==> src/logic/nes_mem_pkg.sv <==
// shared definitions for the shared word memory
// address widths and ram depth
// memory word with byte lane and whole word views
// softcore bridge state encoding

package nes_mem_pkg;

    ////////////////////////////////////////
    // widths and depth
    ////////////////////////////////////////

    localparam int CPU_AW      = 22;               // console byte address
    localparam int RV_AW       = 23;               // softcore byte address
    localparam int RAM_WORD_AW = 12;               // 16-bit word address
    localparam int RAM_WORDS   = 1 << RAM_WORD_AW; // 4096 words, 8 KiB

    ////////////////////////////////////////
    // memory word
    ////////////////////////////////////////

    // one 16-bit word of the ram
    // lane[0] is the even byte address, lane[1] the odd one
    typedef union packed {
        logic [15:0]     word;
        logic [1:0][7:0] lane;
    } mem_word_t;

    ////////////////////////////////////////
    // softcore bridge states
    ////////////////////////////////////////

    localparam logic [2:0] RV_IDLE_REQ0  = 3'd0; // idle, may issue first word
    localparam logic [2:0] RV_WAIT0_REQ1 = 3'd1; // wait low word, issue high word
    localparam logic [2:0] RV_DATA0      = 3'd2; // capture low read word
    localparam logic [2:0] RV_WAIT1      = 3'd3; // wait high word
    localparam logic [2:0] RV_DATA1      = 3'd4; // read result complete

endpackage

==> src/logic/mem_arbiter.sv <==
`timescale 1ns/10ps
// fixed priority arbiter for the word ram
// byte port first, softcore toggle requests when the port is quiet
// byte read return with hold, softcore word return with ack

module mem_arbiter (
    input  logic                                clk,
    input  logic                                resetn,
    input  logic                                i_port_req,
    input  logic                                i_port_we,
    input  logic [nes_mem_pkg::CPU_AW-1:0]      i_port_addr,
    input  logic [7:0]                          i_port_wdata,
    output logic [7:0]                          o_port_rdata,
    input  logic                                i_rv_req,
    output logic                                o_rv_req_ack,
    input  logic [nes_mem_pkg::RAM_WORD_AW-1:0] i_rv_word_addr,
    input  logic                                i_rv_we,
    input  logic [1:0]                          i_rv_ds,
    input  nes_mem_pkg::mem_word_t              i_rv_wdata,
    output nes_mem_pkg::mem_word_t              o_rv_rdata,
    output logic [nes_mem_pkg::RAM_WORD_AW-1:0] o_ram_addr,
    output logic                                o_ram_we,
    output logic [1:0]                          o_ram_be,
    output nes_mem_pkg::mem_word_t              o_ram_wdata,
    input  nes_mem_pkg::mem_word_t              i_ram_rdata
);

    logic                   rv_req_q;
    logic                   rv_pend;      // softcore word access waiting
    logic                   rv_inflight;  // softcore word on ram output
    logic                   port_rd_pend; // byte read on ram output
    logic                   port_lane_q;
    logic [7:0]             port_hold;
    logic [7:0]             port_byte;
    logic                   grant_port;
    logic                   grant_rv;
    nes_mem_pkg::mem_word_t port_word;

    // byte port never waits
    assign grant_port = i_port_req;
    assign grant_rv   = rv_pend & ~i_port_req;

    assign port_word.lane = {2{i_port_wdata}};  // byte_en picks the lane
    assign port_byte      = i_ram_rdata.lane[port_lane_q];

    ////////////////////////////////////////
    // ram access
    ////////////////////////////////////////

    always_comb begin
        o_ram_addr  = i_rv_word_addr;
        o_ram_we    = grant_rv & i_rv_we;
        o_ram_be    = i_rv_ds;
        o_ram_wdata = i_rv_wdata;
        if (grant_port) begin
            o_ram_addr  = i_port_addr[nes_mem_pkg::RAM_WORD_AW:1]; // wraps at 8 KiB
            o_ram_we    = i_port_we;
            o_ram_be    = i_port_addr[0] ? 2'b10 : 2'b01;
            o_ram_wdata = port_word;
        end
    end

    always_ff @(posedge clk) begin
        if (!resetn) begin
            rv_req_q     <= 1'b0;
            rv_pend      <= 1'b0;
            rv_inflight  <= 1'b0;
            port_rd_pend <= 1'b0;
            o_rv_req_ack <= 1'b0;
        end else begin
            rv_req_q     <= i_rv_req;
            rv_inflight  <= grant_rv;
            port_rd_pend <= grant_port & ~i_port_we;
            if (i_rv_req != rv_req_q) begin
                rv_pend <= 1'b1;  // toggle means new request
            end else if (grant_rv) begin
                rv_pend <= 1'b0;
            end
            if (rv_inflight) begin
                o_rv_req_ack <= ~o_rv_req_ack;
            end
        end
    end

    ////////////////////////////////////////
    // read return
    ////////////////////////////////////////

    always_ff @(posedge clk) begin
        if (grant_port) begin
            port_lane_q <= i_port_addr[0];
        end
        if (port_rd_pend) begin
            port_hold <= port_byte;
        end
        if (rv_inflight) begin
            o_rv_rdata <= i_ram_rdata;  // same edge as the ack flip
        end
    end

    // fresh byte straight from the ram, held copy afterwards
    assign o_port_rdata = port_rd_pend ? port_byte : port_hold;

endmodule

==> config.mk <==
export PLATFORM = sky130hd
export DESIGN_NAME = mem_arbiter
export DESIGN_NICKNAME = d
export VERILOG_FILES = /design/src/logic/nes_mem_pkg.sv /design/src/logic/mem_arbiter.sv
export SDC_FILE = /design/constraint.sdc
export NUM_CORES = 1
export LEC_CHECK = 0
export BUFFER_PORTS_ARGS = -buffer_cell sky130_fd_sc_hd__buf_2
export CORE_MARGIN = 3
export CORE_UTILIZATION = 40
export CTS_BUF_LIST = sky130_fd_sc_hd__clkbuf_2
export CTS_CLUSTER_SIZE = 8
export DETAILED_ROUTE_END_ITERATION = 10
export HOLD_SLACK_MARGIN = 0.05
export PLACE_DENSITY = 0.9
export SYNTH_ARGS = -nofsm -noshare
export SYNTH_HDL_FRONTEND = slang
export SYNTH_SLANG_ARGS = --single-unit
==> constraint.sdc <==
create_clock -name clk -period 2.1 [get_ports clk]
set_input_delay 0.21 -clock clk [delete_from_list [all_inputs] [get_ports clk]]
set_output_delay 0.21 -clock clk [all_outputs]
set_load 0.01 [all_outputs]
Word level (Yosys, flattened, before mapping)
Index checks and enable logic that the tools add are counted.
{"block": "word_totals", "regBits": 30, "inputBits": 82, "output_inout_bits": 56, "wordCells": 27}
{"block": "op_classes", "magnitude_cmp": 1, "eq_ne": 1, "mux": 10, "n_bitwise": 6, "n_reduce_logical": 1}
{"cell": "8-bit two-way mux", "count": 3}
{"cell": "16-bit two-way mux", "count": 1}
{"cell": "12-bit two-way mux", "count": 1}
{"cell": "2-bit two-way mux", "count": 2}
{"cell": "1-bit AND", "count": 3}
{"cell": "1-bit two-way mux", "count": 3}
{"cell": "1-bit NOT", "count": 3}
{"cell": "1-bit by 2-bit < comparator with 1-bit output, second input constant", "count": 1}
{"cell": "2-bit nonzero test", "count": 1}
{"cell": "1-bit inequality test", "count": 1}

Longest topological paths before layout
Gate-level depths: netlist of run 1.
{"block": "logic_depth", "word_depth": 4, "ltp_mapped": 4, "depth_no_buf": 2}

Worst setup path before layout of run 1
OpenSTA, ideal clock, no wires.
{"block": "synth_path", "kind": "flip-flop to output port", "from": "register port_lane_q", "to": "output port o_port_rdata[0]", "arrival_time_ns": 0.885, "t_required_ns": 1.890, "setup_slack_ns": 1.005, "path_stages_with_launch": 4, "path_buffers": 1, "cell_sequence": "edfxtp_1 buf_4 mux2i_1 a21oi_1"}
{"block": "synth_via", "elab_chain_cells": 3}
{"element": "from (decl)", "line": "mem_arbiter.sv:32", "rtl": "logic port_lane_q;"}
{"element": "from (signal assigned)", "line": "mem_arbiter.sv:91", "rtl": "port_lane_q <= i_port_addr[0];"}
{"element": "8-bit two-way mux (implied by the code) (2 in a row)", "line": "mem_arbiter.sv:44", "rtl": "assign port_byte = i_ram_rdata.lane[port_lane_q];"}
{"element": "8-bit two-way mux"}
{"element": "to (decl)", "line": "mem_arbiter.sv:13", "rtl": "output logic [7:0] o_port_rdata,"}
Every way passes these cells. The select of a mux whose other input is x is not followed.

Final worst setup path of run 1
{"block": "layout_path", "from": "register port_lane_q", "to": "output port o_port_rdata[6]"}
The elaborated chain is that of the path after synthesis.

==> out/metrics.yaml, run 1 <==
status: "completed"
clock_path_buffers: 2
start_kind: "register"
start_util_pct: 42.1
final_cell_mix: "128 x buf_2, 17 x inv_1, 17 x o21ai_0, 17 x edfxtp_1, 16 x dlygate4sd3_1"
min_from: "i_port_addr[0]"
clkTransAtPathRegs_ns: 0.13
fin_skew_ns: 0.0103
syn-num-nets: 210
setup_viol: 0
drcViolationCount: 0
ys_seq_elements: 30
clkSinkCount: 30
grt_pass1_vias: 1317
syn_area_per_cell_um2: 11.2
cts_tree: "yes"
final_layout_size_suffix_gt1_share_pct: 54.7
max_freq_mhz: 580
die_w_um: 65.7
r2r_cells: 2
clkLatencyLatePin_ns: 0.33
p_leak_nw: 1.22
ys_seq_area_share_pct: 54.0
gp_congestion: 0.732
rsz0062_at_grt: "false"
grt_pass1_wl_mm: 5.46
hp-class: "in2reg"
cap_viol_max_count: 0
slew_headroom_pct: 52.4
rrSetupSlack_ns: 0.88
final_common_cell: "buf_2"
diodes: 0
slew_viol_final: 0
hold-path-cell-count: 1
cp_data_arrival_time_ns: 1.51
min_to: "port_lane_q"
gr-usage-all-layers_pct: 16.5
die_h_um: 65.7
overflow: 0
clock-root-buffer: "clkbuf_2"
final_core_util_pct: 67.0
yosysWarnings: 0
vias_per_cell: 4.43
cts_setup_buffers: 0
drtAntennaViolNets: 0
power.density_nw_per_um2: 565
synth_cells: 128
reg2reg_to: "o_rv_req_ack"
tns_ns: 0
worstPathRequired_ns: 1.89
post_drt_wl_per_cell_um: 11.6
antenna_found_initial: 0
finalCritPeriodShare_pct: 82.1
path_max_fanout: 8
io_pins: 138
r2r-start: "rv_inflight"
drt_first_pass_iters: 4
finalCriticalPeriod_ns: 1.72
drt_iter0_drc: 58
synth_area_um2: 1430
grt_max_degree: 21
areaGrowthSynthToFinish_pct: 59.2
wl_mm: 3.70
peakVddDrop_v: 0.000249
ys_types: 21
dpl.hpwl_mm: 2.98
die-area_um2: 4320
worst-slew-pin-transition_ns: 0.713
htree_levels: 2
final_hold_viol_count: 0
fp-row-count: 21
io_buffer_count: 128
vias: 1419
worstSetupPathType: "reg2out"
critPathCaptureType: "output pin"
nets: 355
coreArea_um2: 3390
cts_buffers: 5
## sequential cells by signal, indices dropped and copies added, names as in the netlist
| register | cells |
|---|---|
| port_lane_q | 1 |
| o_rv_req_ack | 1 |
| rv_req_q | 1 |
| port_hold | 8 |
| rv_inflight | 1 |
| rv_pend | 1 |
| port_rd_pend | 1 |
| o_rv_rdata | 16 |
## critical path, stage by stage, from the launching register on
cell and delay, ns:
edfxtp_1 0.61, mux2i_1 0.18, a21oi_1 0.23, buf_2 0.17
## metrics by stage
step	cell area (um^2)	cells	total power, W	hold WS [ns]	worst slack [ns]
6_report	2270	320	0.00128	0.102	0.376
3_3_place_gp	2070	296	0.00101	0.401	0.671
2_1_floorplan	1430	128	0.000863	0.309	1.00
3_5_place_dp	2070	296	0.00102	0.404	0.652
4_1_cts	2270	320	0.00130	0.0664	0.335
5_1_grt	2270	320	0.00137	0.0647	0.260
## cells by family (layout without fill, tap and decap cells)
group | after synthesis | in the layout | share of synthesized area, %
xor gates and xnor gates | 2 | 2 | 1.23
buffers and inverters | 25 | 171 | 9.20
DFF | 30 | 30 | 54.0
muxes | 22 | 22 | 19.2
and+or+nand+nor | 23 | 23 | 7.10
AOI/OAI and AO/OA | 26 | 26 | 9.29
## per-layer routing
| layer | track usage [%] | wire, um | vias up |
|---|---|---|---|
| met3 | 5.47 | 405 | 5 |
| li1 | - | - | 717 |
| met5 | 0 | 0 | - |
| met2 | 31.7 | 1970 | 82 |
| met4 | 6.22 | 40 | 0 |
| met1 | 16.0 | 1290 | 615 |
## power breakdown
part           switching [W]  leakage, nW  internal [W]
clock network       0.000174       0.0304     0.0000820
registers          0.0000241        0.264      0.000664
logic               0.000155        0.929      0.000183
## cells in the mapped netlist
library cell | instances | area share [%]
a21boi_0 | 1 | 0.53
a21oi_1 | 8 | 2.8
and2_1 | 2 | 0.88
and3b_1 | 2 | 1.2
buf_12 | 1 | 1.4
buf_2 | 1 | 0.35
buf_4 | 3 | 1.6
buf_6 | 1 | 0.79
clkbuf_1 | 1 | 0.26
clkbuf_2 | 1 | 0.35
dfxtp_1 | 13 | 18
edfxtp_1 | 17 | 36
inv_1 | 17 | 4.5
mux2_2 | 3 | 2.4
mux2_4 | 10 | 11
mux2i_1 | 9 | 6.3
nand2_1 | 11 | 2.9
nor2_1 | 8 | 2.1
o21ai_0 | 17 | 6.0
xnor2_1 | 1 | 0.61
xor2_1 | 1 | 0.61
## repair_timing
item / CTS / global route
hold buffers: 16 / 0
hold endpoints to repair: 16 / 0
resized for setup: 0 / 0
## worst max path at each step
stage	startpoint	endpoint	slack (ns)	depth (start not counted)
3_3_place_gp	i_port_req	o_ram_addr[3]	0.67	4
6_report	port_lane_q	o_port_rdata[6]	0.38	3
5_1_grt	port_rd_pend	o_port_rdata[1]	0.26	3
3_5_place_dp	i_port_req	o_ram_addr[6]	0.65	4
4_1_cts	port_lane_q	o_port_rdata[4]	0.33	3
2_1_floorplan	port_lane_q	o_port_rdata[0]	1.00	3
## cell type report
cell class / count / area [um^2]
clock buffer: 6 / 30.0
clock inverter: 2 / 8.76
fill: 274 / 1120
inverter: 17 / 63.8
multi-input combinational: 73 / 526
sequential: 30 / 771
tap: 46 / 57.6
timing repair buffer: 146 / 816
No activity file was read; power rests on OpenSTA's default activity.
==> inputs of run 2 (changes only) <==
--- a/config.mk
+++ b/config.mk
@@ -7,12 +7,12 @@
 export LEC_CHECK = 0
 export BUFFER_PORTS_ARGS = -buffer_cell sky130_fd_sc_hd__buf_2
 export CORE_MARGIN = 3
-export CORE_UTILIZATION = 40
+export CORE_UTILIZATION = 37
 export CTS_BUF_LIST = sky130_fd_sc_hd__clkbuf_2
 export CTS_CLUSTER_SIZE = 8
 export DETAILED_ROUTE_END_ITERATION = 10
 export HOLD_SLACK_MARGIN = 0.05
-export PLACE_DENSITY = 0.9
+export PLACE_DENSITY = 0.85
 export SYNTH_ARGS = -nofsm -noshare
 export SYNTH_HDL_FRONTEND = slang
 export SYNTH_SLANG_ARGS = --single-unit
==> constraint.sdc (replaced) <==
create_clock -name clk -period 1.6 [get_ports clk]
set_input_delay 0.16 -clock clk [delete_from_list [all_inputs] [get_ports clk]]
set_output_delay 0.16 -clock clk [all_outputs]
set_load 0.01 [all_outputs]
==> run 2 against run 1 <==
Net effect: the run now ends with negative setup slack left; via count rose by 5.8%; die area rose by 7.4%; global-route usage rose by 0.24 points; cell area rose by 5.2%; hold slack improved by 0.00052 ns; critical endpoint is now o_port_rdata[4]; count of clock-buffer cells in the layout did not move; clock power rose by 35%; register-to-register slack got worse by 0.45 ns; critical path type unchanged; first-iteration DRC count rose by 76%; worst setup slack got worse by 0.38 ns; wire length rose by 15%.
==> out/metrics.yaml, run 2 (same netlist as run 1, synthesis figures left out) <==
status: "finished with violations"
violations: "negative setup slack"
critical-path-slowest-cell: "edfxtp_1"
coreArea_um2: 3520
nets: 365
finalCritPeriodShare_pct: 101
fin_skew_ns: 0.0107
reg_top3: "o_rv_rdata x16, port_hold x8"
grt_pass1_vias: 1438
cp_data_arrival_time_ns: 1.45
antenna_found_initial: 0
final_hold_viol_count: 0
worstPathRequired_ns: 1.44
htree_levels: 2
areaGrowthSynthToFinish_pct: 67.4
final_common_cell: "buf_2"
r2r_cells: 4
fillers: 262
grt_pass1_wl_mm: 5.67
min_to: "port_rd_pend"
crit_buf_inv: 2
slew_headroom_pct: 77.3
clkSinkCount: 30
worstSetupPathType: "reg2out"
reg2reg_to: "port_hold[4]"
rrSetupSlack_ns: 0.43
io_pins: 138
grt_max_degree: 30
min_from: "i_port_we"
gr-usage-all-layers_pct: 16.8
max_freq_mhz: 622
vias: 1502
wl_mm: 4.26
peakVddDrop_v: 0.000289
diodes: 0
cpPeakStageDelay_ns: 0.44
die_h_um: 68.1
cp_num_cells: 4
clock_path_buffers: 2
finalCriticalPeriod_ns: 1.61
rsz0062_at_grt: "true"
slew_viol_final: 0
p_leak_nw: 1.27
gp_congestion: 0.737
start_kind: "register"
worst-slew-pin-transition_ns: 0.341
clkLatencyLatePin_ns: 0.35
drt_iter0_drc: 102
hold-path-cell-count: 2
largest_reg_flops: 16
fp-row-count: 21
start_util_pct: 40.5
clock-root-buffer: "clkbuf_2"
cp_top_family: "flip-flops"
cap_viol_max_count: 0
power.density_nw_per_um2: 737
cts_tree: "yes"
vias_per_cell: 4.55
setup_viol: 1
dpl.hpwl_mm: 3.00
hp-class: "in2reg"
fin_ws_ns: -0.00869
drcViolationCount: 0
clkTransAtPathRegs_ns: 0.13
critPathCaptureType: "output pin"
post_drt_wl_per_cell_um: 12.9
pre_cts_ws_ns: 0.251
largest-register: "o_rv_rdata"
io_buffer_count: 128
path_max_fanout: 8
drtAntennaViolNets: 0
r2r-start: "port_lane_q"
drt_first_pass_iters: 4
die_w_um: 68.1
final_layout_size_suffix_gt1_share_pct: 57.0
final_cell_mix: "128 x buf_2, 20 x dlygate4sd3_1, 17 x inv_1, 17 x o21ai_0, 17 x edfxtp_1"
cp_cell_sequence: "buf_12 -> mux2i_2 -> a21oi_2 -> buf_2"
cts_buffers: 5
finalPower_w: 0.00176
die-area_um2: 4640
overflow: 0
run 2: repair_timing:
action | CTS | global route
gates resized for setup | 1 | 5
setup buffers | 2 | 3
endpoints found under the hold margin | 19 | 0
hold buffers | 20 | 0
endpoints found under the setup margin | 8 | 8
pin swaps | 2 | 7
run 2: per-layer routing:
layer  GRT usage [%]  share of wire [%]  vias to the layer above
met2            33.1                 54                       93
met3            5.25                 10                       11
met1            15.1                 34                      659
li1                -                  -                      739
met5               0                  0                        -
met4            7.94                1.8                        0
run 2: area by class of cell:
type | count | area [um^2] | area share (%)
Timing Repair Buffer | 156 | 913 | 38.2
Sequential cell | 30 | 772 | 32.3
Multi-Input combinational cell | 73 | 544 | 22.8
Inverter | 17 | 63.8 | 2.67
Tap cell | 46 | 57.6 | 2.41
Clock buffer | 6 | 30.0 | 1.26
Clock inverter | 2 | 8.76 | 0.366
run 2: how the worst max path moves through the flow:
stage                      startpoint               to
final                     port_lane_q  o_port_rdata[4]
after global routing      port_lane_q  o_port_rdata[4]
after CTS                 port_lane_q  o_port_rdata[4]
after detailed placement  port_lane_q  o_port_rdata[4]
after global placement    port_lane_q  o_port_rdata[7]
after floorplan           port_lane_q  o_port_rdata[0]
run 2: power breakdown:
| group | internal [W] | switching [W] | total, W |
|---|---|---|---|
| Sequential | 0.000872 | 0.0000224 | 0.000894 |
| Combinational | 0.000281 | 0.000239 | 0.000520 |
| Clock | 0.000107 | 0.000239 | 0.000346 |
| Total | 0.00126 | 0.000500 | 0.00176 |
run 2: metrics by stage:
step / utilization (%) / TNS [ns] / instance area, um^2 / instances / hold WS [ns]
floorplan: - / 0 / 1430 / 128 / 0.259
finish: 67.9 / -0.00869 / 2390 / 330 / 0.103
CTS: 66.7 / -0.00744 / 2350 / 327 / 0.0781
global placement: 59.1 / 0 / 2080 / 297 / 0.353
detailed placement: 59.1 / 0 / 2080 / 297 / 0.354
global route: 67.9 / -0.475 / 2390 / 330 / 0.0831
