===== src/logic/nes_mem_pkg.sv =====
// shared definitions for the shared word memory
// address widths and ram depth
// memory word with byte lane and whole word views
// softcore bridge state encoding

package nes_mem_pkg;

    ////////////////////////////////////////
    // widths and depth
    ////////////////////////////////////////

    localparam int CPU_AW      = 22;               // console byte address
    localparam int RV_AW       = 23;               // softcore byte address
    localparam int RAM_WORD_AW = 12;               // 16-bit word address
    localparam int RAM_WORDS   = 1 << RAM_WORD_AW; // 4096 words, 8 KiB

    ////////////////////////////////////////
    // memory word
    ////////////////////////////////////////

    // one 16-bit word of the ram
    // lane[0] is the even byte address, lane[1] the odd one
    typedef union packed {
        logic [15:0]     word;
        logic [1:0][7:0] lane;
    } mem_word_t;

    ////////////////////////////////////////
    // softcore bridge states
    ////////////////////////////////////////

    localparam logic [2:0] RV_IDLE_REQ0  = 3'd0; // idle, may issue first word
    localparam logic [2:0] RV_WAIT0_REQ1 = 3'd1; // wait low word, issue high word
    localparam logic [2:0] RV_DATA0      = 3'd2; // capture low read word
    localparam logic [2:0] RV_WAIT1      = 3'd3; // wait high word
    localparam logic [2:0] RV_DATA1      = 3'd4; // read result complete

endpackage


===== src/logic/loader_port.sv =====
`timescale 1ns/10ps
// console side byte port
// merges cpu strobes and rom loader writes into one byte request
// console reset from the edges of loading

module loader_port (
    input  logic                           clk,
    input  logic                           resetn,
    input  logic                           i_loading,
    input  logic                           i_loader_write,
    input  logic [nes_mem_pkg::CPU_AW-1:0] i_loader_addr,
    input  logic [7:0]                     i_loader_data,
    input  logic [nes_mem_pkg::CPU_AW-1:0] i_cpu_addr,
    input  logic                           i_cpu_read,
    input  logic                           i_cpu_write,
    input  logic [7:0]                     i_cpu_din,
    output logic                           o_port_req,
    output logic                           o_port_we,
    output logic [nes_mem_pkg::CPU_AW-1:0] o_port_addr,
    output logic [7:0]                     o_port_wdata,
    output logic                           o_reset_nes
);

    logic loading_r;
    logic load_rise;
    logic load_fall;
    logic loader_go;
    logic cpu_go;

    assign load_rise = i_loading & ~loading_r;
    assign load_fall = ~i_loading & loading_r;

    // the loader owns the port for the whole load
    assign loader_go = i_loading & i_loader_write;
    assign cpu_go    = ~i_loading & (i_cpu_read | i_cpu_write);

    ////////////////////////////////////////
    // console reset
    ////////////////////////////////////////

    always_ff @(posedge clk) begin
        if (!resetn) begin
            loading_r   <= 1'b0;
            o_reset_nes <= 1'b1;  // console held until first load ends
        end else begin
            loading_r <= i_loading;
            if (load_rise) begin
                o_reset_nes <= 1'b1;
            end else if (load_fall) begin
                o_reset_nes <= 1'b0;
            end
        end
    end

    ////////////////////////////////////////
    // byte request
    ////////////////////////////////////////

    always_ff @(posedge clk) begin
        if (!resetn) begin
            o_port_req <= 1'b0;
            o_port_we  <= 1'b0;
        end else begin
            o_port_req <= loader_go | cpu_go;  // single cycle pulse
            o_port_we  <= loader_go | (cpu_go & i_cpu_write);
        end
    end

    // address and data of the request
    always_ff @(posedge clk) begin
        if (loader_go) begin
            o_port_addr  <= i_loader_addr;
            o_port_wdata <= i_loader_data;
        end else if (cpu_go) begin
            o_port_addr  <= i_cpu_addr;
            o_port_wdata <= i_cpu_din;
        end
    end

endmodule


===== config.mk =====
export PLATFORM = sky130hd
export DESIGN_NAME = loader_port
export DESIGN_NICKNAME = d
export VERILOG_FILES = /design/src/logic/nes_mem_pkg.sv /design/src/logic/loader_port.sv
export SDC_FILE = /design/constraint.sdc
export NUM_CORES = 1
export LEC_CHECK = 0
export CAP_MARGIN = 20
export CORE_MARGIN = 2
export CORE_UTILIZATION = 55
export CTS_CLUSTER_DIAMETER = 100
export DETAILED_ROUTE_END_ITERATION = 16
export DONT_BUFFER_PORTS = 1
export PLACE_DENSITY = 0.71
export SLEW_MARGIN = 20
export SYNTH_ARGS = -nofsm -noshare
export SYNTH_HDL_FRONTEND = slang
export SYNTH_SLANG_ARGS = --single-unit

===== constraint.sdc =====
create_clock -name clk -period 1.35 [get_ports clk]
set_input_delay 0.0675 -clock clk [delete_from_list [all_inputs] [get_ports clk]]
set_output_delay 0.0675 -clock clk [all_outputs]
set_load 0.02 [all_outputs]

# == Word level (Yosys, flattened, before mapping) ==
# Cells that the tools add are included.
# word_totals
register_bits,34
in_bits,66
wordCells,23
out_inout_bits,33
# op_classes
reduce_logical,2
muxes,4
n_bitwise,11
# op_table
cell,count
22-bit 2-to-1 mux,2
8-bit 2-to-1 mux,2
1-bit AND,5
1-bit NOT,3
1-bit bitwise OR,3
2-bit nonzero test,1
2-bit OR reduction,1

# == Longest topological paths before layout ==
# Gate-level depths: netlist (run 1).
# depth
ltp_word,4
ltp_mapped,3
ltp_nobuf,2

# == Worst setup path before layout (run 1) ==
# No wires, ideal clock.
# synth_timing
path_type,input -> register
start,in i_loading
end,reg o_port_addr[0] (netlist bit) (enable)
setup_ns,0.387
path_stages,3
path_slack_ns,-0.025
required_ns,0.963
n_path_buf,1
arrival_ns,0.988
cell_sequence,nand2_2 -> buf_6 -> nand2_1
# synth_via
elab_chain_len,3
elab_cells_between_ends,4
classes_between,3 x bitwise; 1 x reduce/logical
# synth_rtl
element,line,rtl
"start, declared",loader_port.sv:9,"input logic i_loading,"
1-bit NOT,loader_port.sv:35,assign cpu_go = ~i_loading & (i_cpu_read | i_cpu_write);
1-bit AND,loader_port.sv:35,
2-bit nonzero test (no source line) *,--,
"end signal, assigned",loader_port.sv:72,o_port_addr <= i_loader_addr;
"end signal, assigned",loader_port.sv:75,o_port_addr <= i_cpu_addr;
"end, declared",loader_port.sv:19,"output logic [nes_mem_pkg::CPU_AW-1:0] o_port_addr,"
# Mark *: on every way between the ends. The rest lies on a longest branch, timed or not.
# A chain may end at the register's enable or synchronous reset.

# == Worst setup path after layout (run 1) ==
# layout_timing
start,in i_loader_addr[21] (netlist bit)
end,"reg o_port_addr[21] (netlist bit), data pin"
# layout_via
elab_chain_len,1
# layout_rtl
element,line,rtl
"start, declared",loader_port.sv:11,"input logic [nes_mem_pkg::CPU_AW-1:0] i_loader_addr,"
22-bit 2-to-1 mux,loader_port.sv:71,if (loader_go) begin
# Every way passes these cells.

==> results of run 1 <==
## final cells by class
cell class,instances,area share [%]
Sequential cell,34,43.32
Timing Repair Buffer,66,30.13
Multi-Input combinational cell,40,22.46
Clock buffer,6,1.821
Tap cell,31,1.711
Clock inverter,2,0.3863
Inverter,1,0.1656
## flip-flops by register name, indices dropped and copies added (netlist names)
signal and flops:
o_port_wdata 8, o_port_addr 22, loading_r 1, o_port_req 1, o_port_we 1, o_reset_nes 1
## metal layers
metal	share of wire, %	global-route usage, %
met5	0	0
met4	0.52	7.143
met3	9.8	11.52
met2	58	40.86
met1	32	22.52
## logic make-up (layout without fill, tap and decap cells)
family	Yosys count	in the layout
muxes	30	30
buffers and inverters	4	75
DFF	34	34
and+or+nand+nor	6	6
AOI/OAI and AO/OA	4	4
## synth_stat cells (all sizes together)
| library cell | number |
|---|---|
| dfxtp | 4 |
| a21boi | 2 |
| inv | 1 |
| a31oi | 1 |
| nand2 | 2 |
| nand2b | 1 |
| o21bai | 1 |
| edfxtp | 30 |
| and3b | 1 |
| and2 | 1 |
| buf | 3 |
| mux2 | 30 |
| or2b | 1 |
## worst max path at each step
stage | startpoint | endpoint | cells past startpoint
after floorplan | i_loading | o_port_addr[0] | 3
after global placement | i_loading | o_port_addr[19] | 3
after detailed placement | i_loading | o_port_addr[19] | 3
after CTS | i_cpu_addr[5] | o_port_addr[5] | 3
after global routing | resetn | o_reset_nes | 4
final | i_loader_addr[21] | o_port_addr[21] | 3
## worst max-delay path, delay by kind of cell
| family | cells | cell delay [ns] |
|---|---|---|
| multiplexers | 1 | 0.27 |
| buffers and inverters | 2 | 1.11 |
## report_power, final
group	leakage [nW]	switching, mW	total, mW	internal [mW]
clock network	0.0297	0.311	0.507	0.196
registers	0.328	0.205	1.50	1.30
logic	0.588	0.113	0.386	0.273
## metrics by stage
stage / TNS [ns] / utilization (%) / hold slack, ns / power (mW) / cells
5_1_grt: -0.02920 / 84.40 / 0.02916 / 2.508 / 180
2_1_floorplan: 0 / - / 0.1736 / 1.671 / 78
4_1_cts: 0 / 84.26 / 0.006828 / 2.403 / 180
3_5_place_dp: 0 / 58.55 / 0.1979 / 1.720 / 108
6_report: -0.06590 / 84.40 / 0.01772 / 2.394 / 180
3_3_place_gp: 0 / 58.55 / 0.1796 / 1.712 / 108
## what timing repair did
| item | CTS | global route |
|---|---|---|
| hold buffers | 64 | 2 |
| resized for setup | 0 | 2 |
| setup endpoints to repair | 0 | 4 |
| endpoints found under the hold margin | 34 | 2 |
## cell usage in the layout (no fill, tap or decap)
cell | netlist | final
dlygate4sd3_1 | 0 | 63
edfxtp_1 | 30 | 30
mux2_4 | 27 | 27
clkbuf_4 | 0 | 5
mux2_2 | 3 | 3
dfxtp_1 | 4 | 3
nand2_2 | 1 | 2
a21boi_0 | 2 | 2
buf_12 | 0 | 2
o21bai_1 | 1 | 1
inv_1 | 1 | 1
or2b_1 | 1 | 1
and3b_1 | 1 | 1
a31oi_1 | 1 | 1
and2_1 | 1 | 1
nand2b_1 | 1 | 1
clkinv_1 | 0 | 1
clkinv_2 | 0 | 1
clkbuf_1 | 0 | 1
dlymetal6s4s_1 | 0 | 1
dfxtp_2 | 0 | 1
==> results_dict.tcl, run 1 <==
set metrics [dict create \
    violations "negative setup slack" \
    ant_nets 0 \
    synth_xor_area_share_pct 0 \
    finalHoldViolCount 0 \
    p_leak_nw 0.9454 \
    antenna_cells 0 \
    vias_per_cell 5.367 \
    layout.nets 214 \
    ioPinCount 99 \
    min_path_type "in2reg" \
    grt_pass1_wl_mm 5.161 \
    cts.clk_slew.worst_paths_ns 0.10 \
    die_area_mm2 0.003210 \
    drive_gt1_share_pct 27.52 \
    grt_pass1_vias 1021 \
    startpoint_type "input pin" \
    crit_chain "dlygate4sd3_1 -> mux2_2 -> dlygate4sd3_1" \
    reg2reg_slack_ns 0.03 \
    setup_slack_ns -0.02461 \
    clock_skew_ns 0.001855 \
    rows 19 \
    fmax_mhz 727.5 \
    initial_core_util_pct 56.78 \
    crit_arrival_ns 1.45 \
    drt-pass1-iter-count 4 \
    clockBufferDepth 2 \
    status "finished, violations left" \
    period_minus_slack_ns 1.375 \
    critical_path.endpoint_type "flip-flop" \
    crit_path_max_incr_delay_ns 0.56 \
    routed_wl_mm 3.486 \
    critPathRequiredTime_ns 1.43 \
    netlist_top_cells_area "edfxtp_1 (59%), mux2_4 (27%), dfxtp_1 (5.3%)" \
    drtIter0Drc 13 \
    reg2reg_to "o_reset_nes" \
    r2r-start "loading_r" \
    finalSetupViolCount 5 \
    nFillCells 131 \
    wl_per_cell_um 19.37 \
    yosysSeqAreaShare_pct 64.32 \
    clock_latency_ns 0.32 \
    gp_congestion 0.6365 \
    netlist-cell-type-count 15 \
    synthSimpleGateAreaFrac_pct 2.543 \
    min_from "i_cpu_read" \
    cap_violations 0 \
    syn-num-nets 144 \
    ir_drop_uv 1073 \
    synthAdderAreaFrac_pct 0 \
    die_x_um 56.66 \
    holdPathStages 2 \
    port_buffers 0 \
    placed_area_mm2 0.001573 \
    post-route-period-util_pct 101.8 \
    seqCellArea_um2 982.2 \
    synth.yosys.warnings 0 \
    cts_root_buffer "clkbuf_4" \
    cts.sinks 34 \
    synth_top_family_by_area "multiplexers" \
    synth_mux_area_share_pct 28.79 \
    cts_tree "built" \
    power_density_mw_per_mm2 1056 \
    multiInputGateArea_um2 509.2 \
    slew-limit-headroom_pct 81.56 \
    cpMostUsedCell "dlygate4sd3_1" \
    cts_buffers 5 \
    yosys.area.top_type "edfxtp_1" \
    grt_max_degree 34 \
    finalInstanceArea_mm2 0.002267 \
    slew_viol_final 0 \
    synth_cells 78 \
    syn_avg_cell_area_um2 19.55 \
    area_growth_pct 48.65 \
    crit_type "in2reg" \
    synth_top_area_share_pct 59.06 \
    antenna_found_initial 0 \
    grtUsageTotal_pct 22.76 \
    grt_remaining_overflow 0 \
    vias 966 \
    worst_slew_pin_slew_ns 0.2771 \
    coreArea_mm2 0.002686 \
    synth_seq_cells 34 \
    h-tree-depth 2 \
    synth-compound-area-share_pct 1.887 \
    post_cts_buffers 0 \
    crit_fanout 1 \
    die_h_um 56.66 \
    place_ws_ns 0.3256 \
    remaining_drc_errors 0 \
    synth_area_mm2 0.001525 \
    cp_slowest_cell "dlygate4sd3_1" \
    ff2ff_path_depth 3 \
    hold_end "o_port_req" \
]
Power figures use the tool's default switching activity.
==> inputs of run 2 (changes only) <==
--- a/config.mk
+++ b/config.mk
@@ -7,12 +7,13 @@
 export LEC_CHECK = 0
 export CAP_MARGIN = 20
 export CORE_MARGIN = 2
-export CORE_UTILIZATION = 55
+export CORE_UTILIZATION = 35
 export CTS_CLUSTER_DIAMETER = 100
 export DETAILED_ROUTE_END_ITERATION = 16
 export DONT_BUFFER_PORTS = 1
-export PLACE_DENSITY = 0.71
+export PLACE_DENSITY = 0.49
 export SLEW_MARGIN = 20
 export SYNTH_ARGS = -nofsm -noshare
 export SYNTH_HDL_FRONTEND = slang
 export SYNTH_SLANG_ARGS = --single-unit
+export TNS_END_PERCENT = 5
==> run 2 against run 1 <==
  * The run now ends clean
  * Cell count up 10%
  * Clock-buffer cell count decreased by 1
  * Power up 6.5%
  * Largest cell class unchanged
==> results_dict.tcl, run 2 (synthesized netlist as in run 1, its figures left out) <==
set metrics [dict create \
    status "completed" \
    crit_path_max_incr_delay_ns 0.56 \
    ant_nets 0 \
    gp_congestion 0.6700 \
    critical_path.endpoint_type "flip-flop" \
    post_cts_buffers 0 \
    clock_latency_ns 0.28 \
    critPathRequiredTime_ns 1.38 \
    layout.nets 211 \
    clock_skew_ns 0.000002415 \
    area_growth_pct 50.12 \
    initial_core_util_pct 35.77 \
    cts.sinks 34 \
    worst_slew_pin_slew_ns 0.2432 \
    drtIter0Drc 50 \
    cp_slowest_cell "dlygate4sd3_1" \
    finalInstanceArea_mm2 0.002290 \
    h-tree-depth 2 \
    period_minus_slack_ns 0.8704 \
    placed_area_mm2 0.001614 \
    slew-limit-headroom_pct 83.77 \
    ir_drop_uv 753.7 \
    power_density_mw_per_mm2 1113 \
    drt-pass1-iter-count 4 \
    cts_root_buffer "clkbuf_8" \
    r2r-start "loading_r" \
    ctsResizeCount 0 \
    top_register "o_port_addr" \
    cts_tree "built" \
    crit_buf_inv 1 \
    remaining_drc_errors 0 \
    final_common_cell "dlygate4sd3_1" \
    place_ws_ns 0.3739 \
    post-route-period-util_pct 64.47 \
    port_buffers 0 \
    cts_buffers 5 \
    top_regs "o_port_addr (22), o_port_wdata (8)" \
    die_area_mm2 0.004902 \
    crit_family "buffers and inverters" \
    crit_arrival_ns 0.90 \
    crit_fanout 1 \
    startpoint_type "input pin" \
    min_from "i_cpu_addr[12]" \
    grt_pass1_wl_mm 4.871 \
    rsz0062_at_grt "no" \
    vias_per_cell 4.682 \
    largest_reg_flops 22 \
    slew_viol_final 0 \
    finalHoldViolCount 0 \
    finalSetupViolCount 0 \
    min_path_type "in2reg" \
    fmax_mhz 1149 \
    ioPinCount 99 \
    final_cell_mix "dlygate4sd3_1 (59), edfxtp_1 (30), mux2_4 (27)" \
    clockBufferDepth 2 \
    rows 24 \
    die_x_um 70.02 \
    antenna_found_initial 0 \
    startpoint "i_loader_addr[7]" \
    grt_max_degree 21 \
    wl_per_cell_um 15.87 \
    cap_violations 0 \
    routed_wl_mm 3.143 \
    hold_buffers 53 \
    drive_gt1_share_pct 29.45 \
    setup_slack_ns 0.4796 \
    grtUsageTotal_pct 13.29 \
    antenna_cells 0 \
    crit_chain "dlygate4sd3_1 -> mux2_4" \
    grt_pass1_vias 1016 \
    p_leak_nw 0.9405 \
    tns_ns 0 \
    crit_type "in2reg" \
    die_h_um 70.02 \
    coreArea_mm2 0.004264 \
    vias 927 \
    grt_remaining_overflow 0 \
    cts.clk_slew.worst_paths_ns 0.07 \
]
## run 2: cell count changes in the layout (fill, tap and decap cells not counted), sizes merged
cell          previous run  this run
buf                      2         4
clkbuf                   6         5
clkinvlp                 0         1
dlygate4sd3             63        59
dlymetal6s4s             1         0
## run 2: final timing paths
check | to | slack (ns) | cells after the start
max | o_port_addr[7] | 0.48 | 2
min | o_port_addr[12] | 0.02 | 1
max reg2reg | o_reset_nes | 0.60 | 2
min reg2reg | o_reset_nes | 0.53 | 2
## run 2: metrics by stage
stage	power, mW	utilization, %	std cells	hold slack (ns)
6_report	2.549	53.70	198	0.01694
5_1_grt	2.660	53.70	198	0.005850
4_1_cts	2.567	52.29	192	0.0007819
3_5_place_dp	1.726	37.85	131	0.1874
3_3_place_gp	1.721	37.85	131	0.1789
2_1_floorplan	1.671	-	78	0.1736
## run 2: layer usage
metal	global-route usage (%)	part of all wire [%]
met5	0	0
met4	4.487	0.54
met3	6.638	7.9
met2	25.19	57
met1	12.06	34
## run 2: area by class of cell
class | instances | area (µm²)
Clock inverter | 3 | 16.27
Tap cell | 52 | 65.06
Timing Repair Buffer | 63 | 645.6
Multi-Input combinational cell | 40 | 509.2
Sequential cell | 34 | 980.9
Clock buffer | 5 | 68.82
Inverter | 1 | 3.754
Fill cell | 341 | 1974
## run 2: power by group
part | internal, mW | switching (mW)
clock network | 0.352 | 0.358
registers | 1.30 | 0.197
logic | 0.239 | 0.105
==> inputs of run 3 (changes only) <==
==> constraint.sdc (replaced) <==
create_clock -name clk -period 0.8 [get_ports clk]
set_input_delay 0.04 -clock clk [delete_from_list [all_inputs] [get_ports clk]]
set_output_delay 0.04 -clock clk [all_outputs]
set_load 0.02 [all_outputs]
==> run 3 against run 2 <==
  * Critical path depth unchanged
  * First-iteration DRC count down 30%
  * Via count down 13%
  * Design area down 11%
  * Largest power group unchanged
  * Routed wire length down 9.6%
  * Highest routed layer unchanged
  * Critical path type unchanged
  * Cell count down 16%
  * The flow now finishes with violations (negative hold slack, negative setup slack)
  * Combinational power up 46%
  * Sequential power up 69%
==> results_dict.tcl, run 3 (synthesized netlist as in run 1, its figures left out) <==
set metrics [dict create \
    status "finished, violations left" \
    violations "negative hold slack, negative setup slack" \
    drt-pass1-iter-count 4 \
    antenna_cells 0 \
    setup_slack_ns -0.01776 \
    finalHoldViolCount 26 \
    nFillCells 365 \
    coreArea_mm2 0.004264 \
    grt_remaining_overflow 0 \
    crit_buf_inv 1 \
    cap_violations 0 \
    fin_cells 166 \
    crit_fanout 1 \
    clockBufferDepth 2 \
    antenna_found_initial 0 \
    crit_type "in2reg" \
    port_buffers 0 \
    routed_wl_mm 2.840 \
    finalSetupViolCount 14 \
    finalInstanceArea_mm2 0.002042 \
    ir_drop_uv 814.9 \
    grt_max_degree 19 \
    worst_slew_pin_slew_ns 0.2296 \
    post-route-period-util_pct 102.2 \
    fmax_mhz 1223 \
    crit_family "buffers and inverters" \
    ioPinCount 99 \
    power_density_mw_per_mm2 2035 \
    tns_ns -0.1072 \
    final_common_cell "edfxtp_1" \
    design_power_total_mw 4.156 \
    clock_latency_ns 0.27 \
    cts.clk_slew.worst_paths_ns 0.07 \
    placed_area_mm2 0.001684 \
    finish.utilization_pct 47.89 \
    initial_core_util_pct 35.77 \
    crit_chain "dlygate4sd3_1 -> mux2_4" \
    die_x_um 70.02 \
    drtIter0Drc 35 \
    ant_nets 0 \
    critPathRequiredTime_ns 0.82 \
    finalHoldWorstSlack_ns -0.02136 \
    wl_per_cell_um 17.11 \
    top_register "o_port_addr" \
    crit_path_max_incr_delay_ns 0.55 \
    slew_viol_final 0 \
    area_growth_pct 33.88 \
    final_cell_mix "edfxtp_1 (30), mux2_4 (28), dlygate4sd3_1 (21)" \
    critical_path.endpoint_type "flip-flop" \
    cts_root_buffer "clkbuf_8" \
    grtUsageTotal_pct 11.78 \
    grt_pass1_wl_mm 4.319 \
    top_regs "o_port_addr (22), o_port_wdata (8)" \
    rows 24 \
    rsz0062_at_grt "yes" \
    die_area_mm2 0.004902 \
    largest_reg_flops 22 \
    layout.nets 180 \
    drive_gt1_share_pct 39.47 \
    cts_tree "built" \
    cts.sinks 34 \
    die_h_um 70.02 \
    p_leak_nw 0.8740 \
    min_path_type "in2reg" \
    post_cts_buffers 0 \
    grt_pass1_vias 912 \
    cp_slowest_cell "dlygate4sd3_1" \
    startpoint_type "input pin" \
    dp_hpwl_mm 1.928 \
    period_minus_slack_ns 0.8178 \
    dp_cells 133 \
    slew-limit-headroom_pct 84.72 \
    crit_arrival_ns 0.84 \
    h-tree-depth 2 \
    clock_skew_ns 0.00002398 \
    remaining_drc_errors 0 \
    vias 803 \
    vias_per_cell 4.837 \
    gp_congestion 0.6426 \
    cts_buffers 5 \
]
## run 3: power by group
group / switching [mW] / internal, mW / total (mW)
clock network: 0.537 / 0.598 / 1.14
registers: 0.328 / 2.19 / 2.52
logic: 0.161 / 0.341 / 0.502
## run 3: area by class of cell
class / count / area [µm²] / share of cell area (%)
clock buffer: 7 / 76.32 / 3.738
inverter: 1 / 3.754 / 0.1838
multi-input combinational: 40 / 543.0 / 26.59
sequential: 34 / 982.2 / 48.10
tap: 52 / 65.06 / 3.186
timing repair buffer: 32 / 371.6 / 18.20
## run 3: stage by stage
stage	hold WS, ns	setup slack (ns)
finish	-0.02136	-0.01776
global route	-0.03190	-0.03773
CTS	-0.03053	-0.02772
detailed placement	0.1579	-0.09673
global placement	0.1564	-0.08193
floorplan	0.1461	-0.01803
## run 3: final timing paths
path / slack, ns / depth (start not counted) / from / endpoint
max: -0.02 / 2 / i_cpu_addr[13] / o_port_addr[13]
min: -0.02 / 1 / i_loader_addr[4] / o_port_addr[4]
max reg2reg: 0.08 / 2 / loading_r / o_reset_nes
min reg2reg: 0.48 / 2 / o_reset_nes / o_reset_nes
## run 3: repair_timing
action | CTS | global route
pin swaps | 0 | 1
setup endpoints to repair | 26 | 37
endpoints found under the hold margin | 34 | 28
hold buffers | 17 | 9
gates resized for setup | 1 | 7
## run 3: routing by layer
layer | up-vias | track usage (%) | part of all wire (%)
met5 | - | 0 | 0
met4 | 0 | 6.410 | 1.2
met3 | 5 | 5.916 | 9.6
met2 | 49 | 20.74 | 56
met1 | 381 | 11.01 | 33
li1 | 368 | - | -
